$ cat src/cnn_pkg.sv
`default_nettype none

package cnn_pkg;

	// image geometry
	localparam int PIX_W = 8;
	localparam int IMG_H = 8;
	localparam int IMG_W = 8;
	localparam int N_FILT = 2;
	localparam int N_CLASS = 4;
	localparam int CLASS_W = $clog2(N_CLASS);
	// pooled features per image, ordered row, column, filter
	localparam int N_FEAT = (IMG_H / 2) * (IMG_W / 2) * N_FILT;

	// arithmetic widths
	localparam int WGT_W = 4;
	localparam int CONV_W = 16;
	localparam int CONV_SHIFT = 3;
	localparam int ACC_W = 18;

	// indexed [filter][kernel row][kernel col], kernel row 0 sits on the upper image row
	localparam logic signed [WGT_W-1:0] conv_weight [N_FILT][3][3] = '{
		'{'{-4'sd1, 4'sd0, 4'sd1}, '{-4'sd2, 4'sd0, 4'sd2}, '{-4'sd1, 4'sd0, 4'sd1}},
		'{'{4'sd1, 4'sd1, 4'sd1}, '{4'sd1, 4'sd2, 4'sd1}, '{4'sd1, 4'sd1, 4'sd1}}
	};

	// small enough that a flat zero image shifts down to zero features
	localparam logic signed [7:0] conv_bias [N_FILT] = '{8'sd5, -8'sd6};

	// one nibble per feature, feature 0 in the low nibble
	localparam logic [N_FEAT*WGT_W-1:0] dense_weight [N_CLASS] = '{
		128'h21F0_3E12_0F31_D201_12E0_F132_01D3_2F10,
		128'hE213_0F2D_1230_E1F2_3D01_2F1E_0321_F0E2,
		128'h0123_F2E1_D032_1F0E_2301_E1F2_10D3_2E0F,
		128'h3F01_2E10_F23D_0121_E0F3_1D20_2F01_E132
	};

	localparam logic signed [11:0] dense_bias [N_CLASS] = '{
		12'sd40, -12'sd25, 12'sd90, 12'sd10
	};

	// signed dense weight for one class and one flat feature index
	function automatic logic signed [WGT_W-1:0] dense_w(input int cls, input int feat);
		return $signed(dense_weight[cls][feat*WGT_W +: WGT_W]);
	endfunction

endpackage

`default_nettype wire
$ cat src/cnn_top.sv
`default_nettype none

module cnn_top import cnn_pkg::*; #(
	parameter int IMG_H = cnn_pkg::IMG_H,
	parameter int IMG_W = cnn_pkg::IMG_W
) (
	input wire clk,
	input wire resetn,
	input wire [IMG_W*PIX_W-1:0] row_i,
	input wire row_valid_i,
	output logic row_ready_o,
	output logic [CLASS_W-1:0] class_o,
	output logic [N_CLASS*ACC_W-1:0] scores_o,
	output logic class_valid_o
);

	logic [IMG_W*PIX_W-1:0] win_top;
	logic [IMG_W*PIX_W-1:0] win_mid;
	logic [IMG_W*PIX_W-1:0] win_bot;
	logic win_valid;
	logic [IMG_W*N_FILT*PIX_W-1:0] feat_row;
	logic feat_valid;
	logic [IMG_W/2*N_FILT*PIX_W-1:0] pool_row;
	logic pool_valid;

	// window formation
	line_window #(
		.IMG_H(IMG_H),
		.IMG_W(IMG_W)
	) u_line_window (
		.clk(clk),
		.resetn(resetn),
		.row_i(row_i),
		.row_valid_i(row_valid_i),
		.row_ready_o(row_ready_o),
		.win_top_o(win_top),
		.win_mid_o(win_mid),
		.win_bot_o(win_bot),
		.win_valid_o(win_valid)
	);

	conv_engine #(
		.IMG_W(IMG_W)
	) u_conv_engine (
		.clk(clk),
		.resetn(resetn),
		.win_top_i(win_top),
		.win_mid_i(win_mid),
		.win_bot_i(win_bot),
		.win_valid_i(win_valid),
		.feat_row_o(feat_row),
		.feat_valid_o(feat_valid)
	);

	pool_stage #(
		.IMG_H(IMG_H),
		.IMG_W(IMG_W)
	) u_pool_stage (
		.clk(clk),
		.resetn(resetn),
		.feat_row_i(feat_row),
		.feat_valid_i(feat_valid),
		.pool_row_o(pool_row),
		.pool_valid_o(pool_valid)
	);

	// class decision
	dense_classifier #(
		.IMG_H(IMG_H)
	) u_dense_classifier (
		.clk(clk),
		.resetn(resetn),
		.pool_row_i(pool_row),
		.pool_valid_i(pool_valid),
		.class_o(class_o),
		.scores_o(scores_o),
		.class_valid_o(class_valid_o)
	);

endmodule

`default_nettype wire

$ cat src/dense_classifier.sv
`default_nettype none

module dense_classifier import cnn_pkg::*; #(
	parameter int IMG_H = cnn_pkg::IMG_H
) (
	input wire clk,
	input wire resetn,
	input wire [N_FEAT/(IMG_H/2)*PIX_W-1:0] pool_row_i,
	input wire pool_valid_i,
	output logic [CLASS_W-1:0] class_o,
	output logic [N_CLASS*ACC_W-1:0] scores_o,
	output logic class_valid_o
);

	localparam int N_PROW = IMG_H / 2;
	localparam int ROW_FEAT = N_FEAT / N_PROW;
	localparam int CNT_W = $clog2(N_PROW);

	logic [CNT_W-1:0] prow_cnt;
	logic last_q;
	logic last_prow;
	logic signed [ACC_W-1:0] acc [N_CLASS];
	logic signed [ACC_W-1:0] base [N_CLASS];
	logic signed [ACC_W-1:0] contrib [N_CLASS];
	logic [CLASS_W-1:0] best_idx;

	assign last_prow = (prow_cnt == CNT_W'(N_PROW - 1));

	// weighted sum of this pooled row, weights picked by row number
	always_comb begin
		logic [PIX_W-1:0] feat;
		logic signed [WGT_W-1:0] wgt;
		feat = '0;
		wgt = '0;
		for (int k = 0; k < N_CLASS; k++) begin
			contrib[k] = '0;
			for (int j = 0; j < ROW_FEAT; j++) begin
				feat = pool_row_i[j * PIX_W +: PIX_W];
				wgt = dense_w(k, int'(prow_cnt) * ROW_FEAT + j);
				contrib[k] = contrib[k] + ACC_W'($signed({1'b0, feat})) * ACC_W'(wgt);
			end
			// a new image may follow right behind the finished one
			base[k] = last_q ? ACC_W'(dense_bias[k]) : acc[k];
		end
	end

	// strict compare keeps the lowest index on a tie
	always_comb begin
		logic signed [ACC_W-1:0] best_val;
		best_val = acc[0];
		best_idx = '0;
		for (int k = 1; k < N_CLASS; k++) begin
			if (acc[k] > best_val) begin
				best_val = acc[k];
				best_idx = CLASS_W'(k);
			end
		end
	end

	always_ff @(posedge clk) begin
		if (!resetn) begin
			prow_cnt <= '0;
			last_q <= 1'b0;
			class_valid_o <= 1'b0;
			for (int k = 0; k < N_CLASS; k++) begin
				acc[k] <= ACC_W'(dense_bias[k]);
			end
		end else begin
			last_q <= pool_valid_i && last_prow;
			class_valid_o <= last_q;
			if (pool_valid_i) begin
				prow_cnt <= last_prow ? '0 : prow_cnt + 1'b1;
			end
			for (int k = 0; k < N_CLASS; k++) begin
				if (pool_valid_i) begin
					acc[k] <= base[k] + contrib[k];
				end else if (last_q) begin
					acc[k] <= ACC_W'(dense_bias[k]);
				end
			end
		end
	end

	always_ff @(posedge clk) begin
		if (last_q) begin
			class_o <= best_idx;
			for (int k = 0; k < N_CLASS; k++) begin
				scores_o[k * ACC_W +: ACC_W] <= acc[k];
			end
		end
	end

endmodule

`default_nettype wire

$ cat src/pool_stage.sv
`default_nettype none

module pool_stage import cnn_pkg::*; #(
	parameter int IMG_H = cnn_pkg::IMG_H,
	parameter int IMG_W = cnn_pkg::IMG_W
) (
	input wire clk,
	input wire resetn,
	input wire [IMG_W*N_FILT*PIX_W-1:0] feat_row_i,
	input wire feat_valid_i,
	output logic [IMG_W/2*N_FILT*PIX_W-1:0] pool_row_o,
	output logic pool_valid_o
);

	localparam int CNT_W = $clog2(IMG_H);
	localparam int ROW_W = IMG_W * N_FILT * PIX_W;

	logic [CNT_W-1:0] row_cnt;
	logic odd_row;
	logic [ROW_W-1:0] even_row;
	logic [IMG_W/2*N_FILT*PIX_W-1:0] pool_d;

	assign odd_row = row_cnt[0];

	function automatic logic [PIX_W-1:0] feat_at(input logic [ROW_W-1:0] row, input int col,
			input int f);
		return row[(col * N_FILT + f) * PIX_W +: PIX_W];
	endfunction

	function automatic logic [PIX_W-1:0] max2(input logic [PIX_W-1:0] a,
			input logic [PIX_W-1:0] b);
		return (a > b) ? a : b;
	endfunction

	// 2x2 block max, stored even row against the arriving odd row
	always_comb begin
		logic [PIX_W-1:0] m_even;
		logic [PIX_W-1:0] m_odd;
		m_even = '0;
		m_odd = '0;
		pool_d = '0;
		for (int c = 0; c < IMG_W / 2; c++) begin
			for (int f = 0; f < N_FILT; f++) begin
				m_even = max2(feat_at(even_row, 2 * c, f), feat_at(even_row, 2 * c + 1, f));
				m_odd = max2(feat_at(feat_row_i, 2 * c, f), feat_at(feat_row_i, 2 * c + 1, f));
				pool_d[(c * N_FILT + f) * PIX_W +: PIX_W] = max2(m_even, m_odd);
			end
		end
	end

	always_ff @(posedge clk) begin
		if (!resetn) begin
			row_cnt <= '0;
			pool_valid_o <= 1'b0;
		end else begin
			pool_valid_o <= feat_valid_i && odd_row;
			if (feat_valid_i) begin
				row_cnt <= (row_cnt == CNT_W'(IMG_H - 1)) ? '0 : row_cnt + 1'b1;
			end
		end
	end

	always_ff @(posedge clk) begin
		if (feat_valid_i && !odd_row) begin
			even_row <= feat_row_i;
		end
		if (feat_valid_i && odd_row) begin
			pool_row_o <= pool_d;
		end
	end

endmodule

`default_nettype wire

$ cat src/conv_engine.sv
`default_nettype none

module conv_engine import cnn_pkg::*; #(
	parameter int IMG_W = cnn_pkg::IMG_W
) (
	input wire clk,
	input wire resetn,
	input wire [IMG_W*PIX_W-1:0] win_top_i,
	input wire [IMG_W*PIX_W-1:0] win_mid_i,
	input wire [IMG_W*PIX_W-1:0] win_bot_i,
	input wire win_valid_i,
	output logic [IMG_W*N_FILT*PIX_W-1:0] feat_row_o,
	output logic feat_valid_o
);

	localparam int PAD_W = (IMG_W + 2) * PIX_W;
	localparam logic signed [CONV_W-1:0] SAT_MAX = CONV_W'(2 ** PIX_W - 1);

	logic [PAD_W-1:0] pad [3];
	logic [IMG_W*N_FILT*PIX_W-1:0] feat_d;

	// one zero pixel on each side, padded column 0 is image column -1
	assign pad[0] = {{PIX_W{1'b0}}, win_top_i, {PIX_W{1'b0}}};
	assign pad[1] = {{PIX_W{1'b0}}, win_mid_i, {PIX_W{1'b0}}};
	assign pad[2] = {{PIX_W{1'b0}}, win_bot_i, {PIX_W{1'b0}}};

	// all columns and filters of the row in parallel
	always_comb begin
		logic signed [CONV_W-1:0] sum;
		logic signed [CONV_W-1:0] scaled;
		logic [PIX_W-1:0] pix;
		sum = '0;
		scaled = '0;
		pix = '0;
		feat_d = '0;
		for (int c = 0; c < IMG_W; c++) begin
			for (int f = 0; f < N_FILT; f++) begin
				sum = CONV_W'(conv_bias[f]);
				for (int i = 0; i < 3; i++) begin
					for (int j = 0; j < 3; j++) begin
						pix = pad[i][(c + j) * PIX_W +: PIX_W];
						sum = sum + CONV_W'($signed({1'b0, pix})) *
							CONV_W'(conv_weight[f][i][j]);
					end
				end
				scaled = sum >>> CONV_SHIFT;
				// relu, then clamp to the pixel range
				if (scaled < 0) begin
					feat_d[(c * N_FILT + f) * PIX_W +: PIX_W] = '0;
				end else if (scaled > SAT_MAX) begin
					feat_d[(c * N_FILT + f) * PIX_W +: PIX_W] = '1;
				end else begin
					feat_d[(c * N_FILT + f) * PIX_W +: PIX_W] = scaled[PIX_W-1:0];
				end
			end
		end
	end

	always_ff @(posedge clk) begin
		if (!resetn) begin
			feat_valid_o <= 1'b0;
		end else begin
			feat_valid_o <= win_valid_i;
		end
	end

	always_ff @(posedge clk) begin
		if (win_valid_i) begin
			feat_row_o <= feat_d;
		end
	end

endmodule

`default_nettype wire

$ cat src/line_window.sv
`default_nettype none

module line_window import cnn_pkg::*; #(
	parameter int IMG_H = cnn_pkg::IMG_H,
	parameter int IMG_W = cnn_pkg::IMG_W
) (
	input wire clk,
	input wire resetn,
	input wire [IMG_W*PIX_W-1:0] row_i,
	input wire row_valid_i,
	output logic row_ready_o,
	output logic [IMG_W*PIX_W-1:0] win_top_o,
	output logic [IMG_W*PIX_W-1:0] win_mid_o,
	output logic [IMG_W*PIX_W-1:0] win_bot_o,
	output logic win_valid_o
);

	localparam int CNT_W = $clog2(IMG_H);
	localparam int ROW_W = IMG_W * PIX_W;

	logic [CNT_W-1:0] row_cnt;
	logic flush_q;
	logic accept;
	logic last_row;
	// prev1 is the most recent row, prev2 the one before it
	logic [ROW_W-1:0] prev1;
	logic [ROW_W-1:0] prev2;

	// one bubble after the last row to push out the bottom window
	assign row_ready_o = !flush_q;
	assign accept = row_valid_i && row_ready_o;
	assign last_row = (row_cnt == CNT_W'(IMG_H - 1));

	always_ff @(posedge clk) begin
		if (!resetn) begin
			row_cnt <= '0;
			flush_q <= 1'b0;
			win_valid_o <= 1'b0;
		end else begin
			flush_q <= accept && last_row;
			// first row of an image only fills the buffer
			win_valid_o <= (accept && (row_cnt != '0)) || flush_q;
			if (accept) begin
				row_cnt <= last_row ? '0 : row_cnt + 1'b1;
			end
		end
	end

	always_ff @(posedge clk) begin
		if (accept) begin
			prev2 <= prev1;
			prev1 <= row_i;
			// window centred on the previous row, zero above row 0
			win_top_o <= (row_cnt == CNT_W'(1)) ? '0 : prev2;
			win_mid_o <= prev1;
			win_bot_o <= row_i;
		end else if (flush_q) begin
			// bottom edge, nothing below the last row
			win_top_o <= prev2;
			win_mid_o <= prev1;
			win_bot_o <= '0;
		end
	end

endmodule

`default_nettype wire

$ cat config.mk
export PLATFORM = sky130hd
export DESIGN_NAME = cnn_top
export DESIGN_NICKNAME = d
export VERILOG_FILES = /design/src/cnn_pkg.sv /design/src/cnn_top.sv /design/src/dense_classifier.sv /design/src/pool_stage.sv /design/src/conv_engine.sv /design/src/line_window.sv
export SDC_FILE = /design/constraint.sdc
export NUM_CORES = 2
export LEC_CHECK = 0
export BUFFER_PORTS_ARGS = -buffer_cell sky130_fd_sc_hd__clkbuf_2
export CAP_MARGIN = 20
export CORE_ASPECT_RATIO = 1.5
export CORE_MARGIN = 10
export CORE_UTILIZATION = 60
export DETAILED_ROUTE_END_ITERATION = 10
export PLACE_DENSITY = 0.76
export SLEW_MARGIN = 20
export SYNTH_ARGS = -nofsm -noshare
export SYNTH_HDL_FRONTEND = slang
export SYNTH_HIERARCHICAL = 1
export SYNTH_SLANG_ARGS = --single-unit
$ cat constraint.sdc
create_clock -name clk -period 18.8 [get_ports clk]
set_clock_uncertainty 0.1 [all_clocks]
set_input_delay 3.76 -clock clk [delete_from_list [all_inputs] [get_ports clk]]
set_output_delay 3.76 -clock clk [all_outputs]
set_load 0.02 [all_outputs]
**After elaboration in Yosys (flattened, before gate mapping)**

Memories as Yosys holds them, arrays and structs flattened.
Cells that the tools add are included.

- Logic and storage cells: 426
- Memories: 1
- Bits in writable memories: 72
- Flip-flop bits (word level): 728
- Bits of input ports: 67

Memories:

| name | words | width | rd ports | clocked after memory_dff | write ports | RTL line | RTL |
|---|---|---|---|---|---|---|---|
| u_dense_classifier.acc | 4 | 18 | 4 | 0 | 4 | dense_classifier.sv:22 | `logic signed [ACC_W-1:0] acc [N_CLASS];` |

- Shift-type cells: 32
- Multiply operators: 32
- Equality and inequality tests: 4
- Multiplexer cells: 74
- Reduce and logical (&&, ||, !) cells: 12
- Add/subtract/negate cells: 169
- Order comparisons: 59
- Bitwise logic cells: 8

Operators with widths:

| operator | number |
|---|---|
| variable part select 128 x 9 -> 4 bit (first input constant) | 28 |
| adder 16 x 9 -> 16 bit | 62 |
| adder 18 bit | 32 |
| variable part select 128 x 8 -> 4 bit (first input constant) | 4 |
| 2-to-1 mux 64 bit | 7 |
| multiplier 9 x 4 -> 13 bit | 32 |
| 2-to-1 mux 8 bit | 40 |
| 2-to-1 mux 18 bit | 14 |
| adder 16 x 10 -> 16 bit | 15 |
| adder 16 bit | 14 |
| negation 8 -> 16 bit | 14 |
| greater-than comparator 13 x 9 -> 1 bit (second input constant) | 16 |
| < comparator 13 x 1 -> 1 bit (second input constant) | 16 |
| greater-than comparator 8 bit | 24 |
| adder 4 x 16 -> 16 bit (first input constant) | 7 |
| negation 8 -> 15 bit | 7 |
| adder 4 x 9 -> 10 bit (first input constant) | 7 |
| greater-than comparator 18 bit | 3 |
| adder 5 x 3 -> 6 bit (second input constant) | 4 |
| adder 5 x 2 -> 6 bit (second input constant) | 2 |
| 2-to-1 mux 1 bit | 10 |
| adder 3 x 8 -> 9 bit (first input constant) | 1 |
| OR 1 bit | 8 |
| adder 3 x 1 -> 3 bit (second input constant) | 2 |
| other kinds (13) | 21 |

**Logic depth before layout (Yosys ltp)**

- Depth after elaboration: 13
- Mapped depth: 45

**Modules after synthesis**

The synthesis kept the hierarchy.

By module, submodules not included:

| module | cells each | area an instance (um2) | times used | sequential area each (um2) |
|---|---|---|---|---|
| dense_classifier | 4480 | 43262.7 | 1 | 4464.3 |
| conv_engine | 3108 | 31084.8 | 1 | 3863.7 |
| pool_stage | 1061 | 12956.2 | 1 | 5845.6 |
| line_window | 490 | 11064.4 | 1 | 9709.3 |

**Least setup slack after synthesis**

OpenSTA, ideal clock, no wires.

- Kind: reg2reg
- From: register u_dense_classifier.prow_cnt[0]
- To: memory u_dense_classifier.acc[2][16], in the netlist u_dense_classifier/acc[0][52] (data pin)
- Stages on the path, launching flop included: 41
- Path buffers: 5
- Arrival: 11.405 ns
- Slack: 7.029 ns
- Cell sequence: dfxtp_1 -> clkbuf_1 -> clkinv_1 -> clkbuf_1 -> ha_1 -> clkbuf_1 -> or2_2 -> clkbuf_1 -> clkinv_1 -> clkbuf_1 -> nor2_1 -> fa_1 -> inv_1 -> fa_1 -> fa_1 -> inv_1 -> fa_1 -> fa_1 -> [... 5 more ...] -> xnor2_1 -> fa_1 -> inv_1 -> fa_1 -> inv_1 -> fa_1 -> fa_1 -> inv_1 -> fa_1 -> inv_1 -> ha_1 -> inv_1 -> a21oi_1 -> o21ai_1 -> a21oi_1 -> o2111ai_1 -> mux2i_1 -> or3_1

RTL lines:

| what | RTL line | RTL |
|---|---|---|
| from (decl) | dense_classifier.sv:19 | `logic [CNT_W-1:0] prow_cnt;` |
| from (signal assigned) | dense_classifier.sv:72 | `prow_cnt <= last_prow ? '0 : prow_cnt + 1'b1;` |
| to (decl) | dense_classifier.sv:22 |  |

==> flow_summary.toml <==
[outcome]
status = "completed"

[synth]
synth.avg_cell_area_um2 = 10.8
synth.ff_latch_count = 800
ys_seq_area_share_pct = 24.3
synth_fa_ha_area_share_pct = 45.0
synth_nets = 11900
synth_enable_flop_cells = 786
synth.most_common_cell = "inv_1"
synthCells = 9139
synthMuxAreaShare_pct = 2.63
yosys_warnings = 6
yosys-top-cells-area = "fa_1, edfxtp_1, ha_1, inv_1, mux2i_1"
synth_top_cell_by_area = "fa_1"
synth_top_cell_area_share_pct = 28.8
synth_cell_type_count = 102
synth_compound_area_share_pct = 6.52
async_flop_share_pct = 0
synth_top_family_by_area = "adder cells"
synth-xor-area-share_pct = 2.94
netlist_area_um2 = 98400
synth-simple-area-share_pct = 9.48
synth_flop_cell = "edfxtp_1"
synth_commonest_cells = "inv_1, fa_1, ha_1, edfxtp_1, nor2_1"

[worst_hold_path]
worstHoldEndpoint = "u_line_window/win_mid_o[18]"
hp-class = "reg2reg"
hold_start = "u_line_window/prev1[18]"
holdPathStages = 0

[cts]
post_cts_buffers = 0
clk_path_buf_depth = 3
clock_latency_ps = 760
cts_root_buffer = "clkbuf_16"
clk_pin_slew_ps = 60
cts.repair.resized = 0
cts_buffers = 79
clkSinkCount = 800
cts_hold_buf = 0
htreeDepth = 3
tritoncts = "built"

[global_route]
grt_overflow = 0
track_usage_pct = 32.7
grt_pass1_vias = 71500
antenna_found_initial = 23
grt_pass1_wl_mm = 434
grt_max_degree = 76

[worst_setup_path]
path_buf_inv = 9
r2r-end = "u_dense_classifier/acc[0][53]"
cp_top_family = "adder cells"
regToRegSetupSlack_ps = 6010
reg2reg_depth = 37
crit_type = "reg2reg"
max_stage_delay_ps = 1020
arrival_ps = 13180
cp_slowest_cell = "clkinv_1"
crit_path_frequent_cell = "fa_1"
cp-start-kind = "register"
reg2reg_from = "u_dense_classifier/prow_cnt[1]"
cp-end-kind = "register"
worstPathRequired_ps = 19190
path_max_fanout = 53

[timing]
tns_ps = 0
period_minus_slack_ps = 12790
max_freq_mhz = 78.2
finalMaxSlewViolations = 0
max-slew-margin-rel_pct = 8.92
rsz0062_at_grt = "false"
setup_viol = 0
worst_slew_pin_slew_ps = 1360
finalHoldViolCount = 0
period_share_pct = 68.0

[routing]
vias = 65600
wl_per_cell_um = 25.2
drt_iter0_drc = 4229
viasPerCell = 5.73
wl_mm = 288
drtPass1Iterations = 6
antenna_left = 0
route.detailed.drc = 0

[die]
rows = 181
start_util_pct = 60.5
io_pins = 143
dieHeight_um = 516
dieArea_um2 = 181000
die_w_um = 351
coreArea_um2 = 163000

[placement]
gp_congestion = 1.06
postPlaceCellArea_um2 = 102000
post-dp-hpwl_mm = 236
port_buffers = 142

[flow_run]
max_cap_viol_count = 0

[power_and_ir_drop]
power_density_nw_per_um2 = 118
p_leak_nw = 50.9
peakVddDrop_uv = 149

[final_layout]
nets = 12000
post_route_cells_drive_above_1_share_pct = 6.24
stdcell_area_um2 = 104000
synthToLayoutAreaGrowth_pct = 6.19
## final cells by class
| type | instances | area (um^2) |
|---|---|---|
| antenna | 13 | 32.5 |
| clock buffer | 90 | 2050 |
| clock inverter | 54 | 791 |
| fill | 12900 | 58100 |
| inverter | 2212 | 8300 |
| multi-input combinational | 5971 | 65500 |
| sequential | 800 | 23900 |
| tap | 2104 | 2630 |
| timing repair buffer | 209 | 1210 |
## where the power goes
| group | internal, mW | leakage [nW] | switching, mW |
|---|---|---|---|
| clock | 0.991 | 1.36 | 0.765 |
| combinational | 3.43 | 42.0 | 4.72 |
| sequential | 2.27 | 7.54 | 0.141 |
## cells in the final DEF (no fill, tap or decap), drive strengths merged, types with 33 or more instances in the layout
cell type,instances
inv,2212
fa,1415
ha,1272
edfxtp,786
nor2,408
nand2,348
a21oi,316
nor2b,248
mux2i,236
clkbuf,232
xnor2,228
and2,222
o21ai,166
nand2b,133
xor2,100
nor3,92
a21o,80
o21a,79
or2,69
nand4,68
buf,67
a211oi,60
nand3,51
and3,38
clkinv,36
o21bai,33
## metal layers
| layer | part of all wire [%] | track usage, % | vias up |
|---|---|---|---|
| met5 | 0.055 | 0 | - |
| met4 | 12 | 31.2 | 22 |
| met3 | 6.7 | 7.33 | 1081 |
| met2 | 49 | 55.6 | 2400 |
| met1 | 32 | 32.8 | 32600 |
| li1 | - | - | 29500 |
## kinds of logic after synthesis
group           after synthesis
fa+ha+maj                  2689
buf+inv                    2368
simple gates               1757
compound gates              939
flops                       800
xor+xnor                    329
mux                         256
other cells                   1
## metrics by stage
step	total power, mW	std cells	setup WS (ps)	hold WS [ps]	util, %
2_1_floorplan	8.41	9139	7030	321	-
3_3_place_gp	10.2	11300	6300	323	62.5
3_5_place_dp	10.4	11300	6210	334	62.5
4_1_cts	12.2	11400	6230	343	64.2
5_1_grt	13.3	11400	5650	357	64.2
6_report	12.3	11500	6010	347	64.2
## state kept, by name, summed over array words and instances, names as in the netlist, 2 cells and up
name	count
u_dense_classifier/scores_o	72
u_line_window/win_mid_o	64
u_pool_stage/row_cnt	3
u_dense_classifier/class_o	2
u_pool_stage/pool_row_o	64
u_line_window/prev1	64
u_line_window/win_bot_o	64
u_line_window/win_top_o	64
u_conv_engine/feat_row_o	128
u_dense_classifier/prow_cnt	2
u_dense_classifier/acc	72
u_line_window/prev2	64
u_line_window/row_cnt	3
u_pool_stage/even_row	128
## worst max path at each step
| stage | startpoint | to | slack (ps) | cells after the start |
|---|---|---|---|---|
| floorplan | u_dense_classifier/prow_cnt[0] | u_dense_classifier/acc[0][52] | 7030 | 40 |
| global placement | u_dense_classifier/prow_cnt[1] | u_dense_classifier/acc[0][52] | 6300 | 37 |
| detailed placement | u_dense_classifier/prow_cnt[1] | u_dense_classifier/acc[0][53] | 6210 | 37 |
| CTS | u_dense_classifier/prow_cnt[1] | u_dense_classifier/acc[0][53] | 6230 | 37 |
| global route | u_dense_classifier/prow_cnt[0] | u_dense_classifier/acc[0][53] | 5650 | 38 |
| finish | u_dense_classifier/prow_cnt[1] | u_dense_classifier/acc[0][53] | 6010 | 37 |
Power figures use the tool's default switching activity.
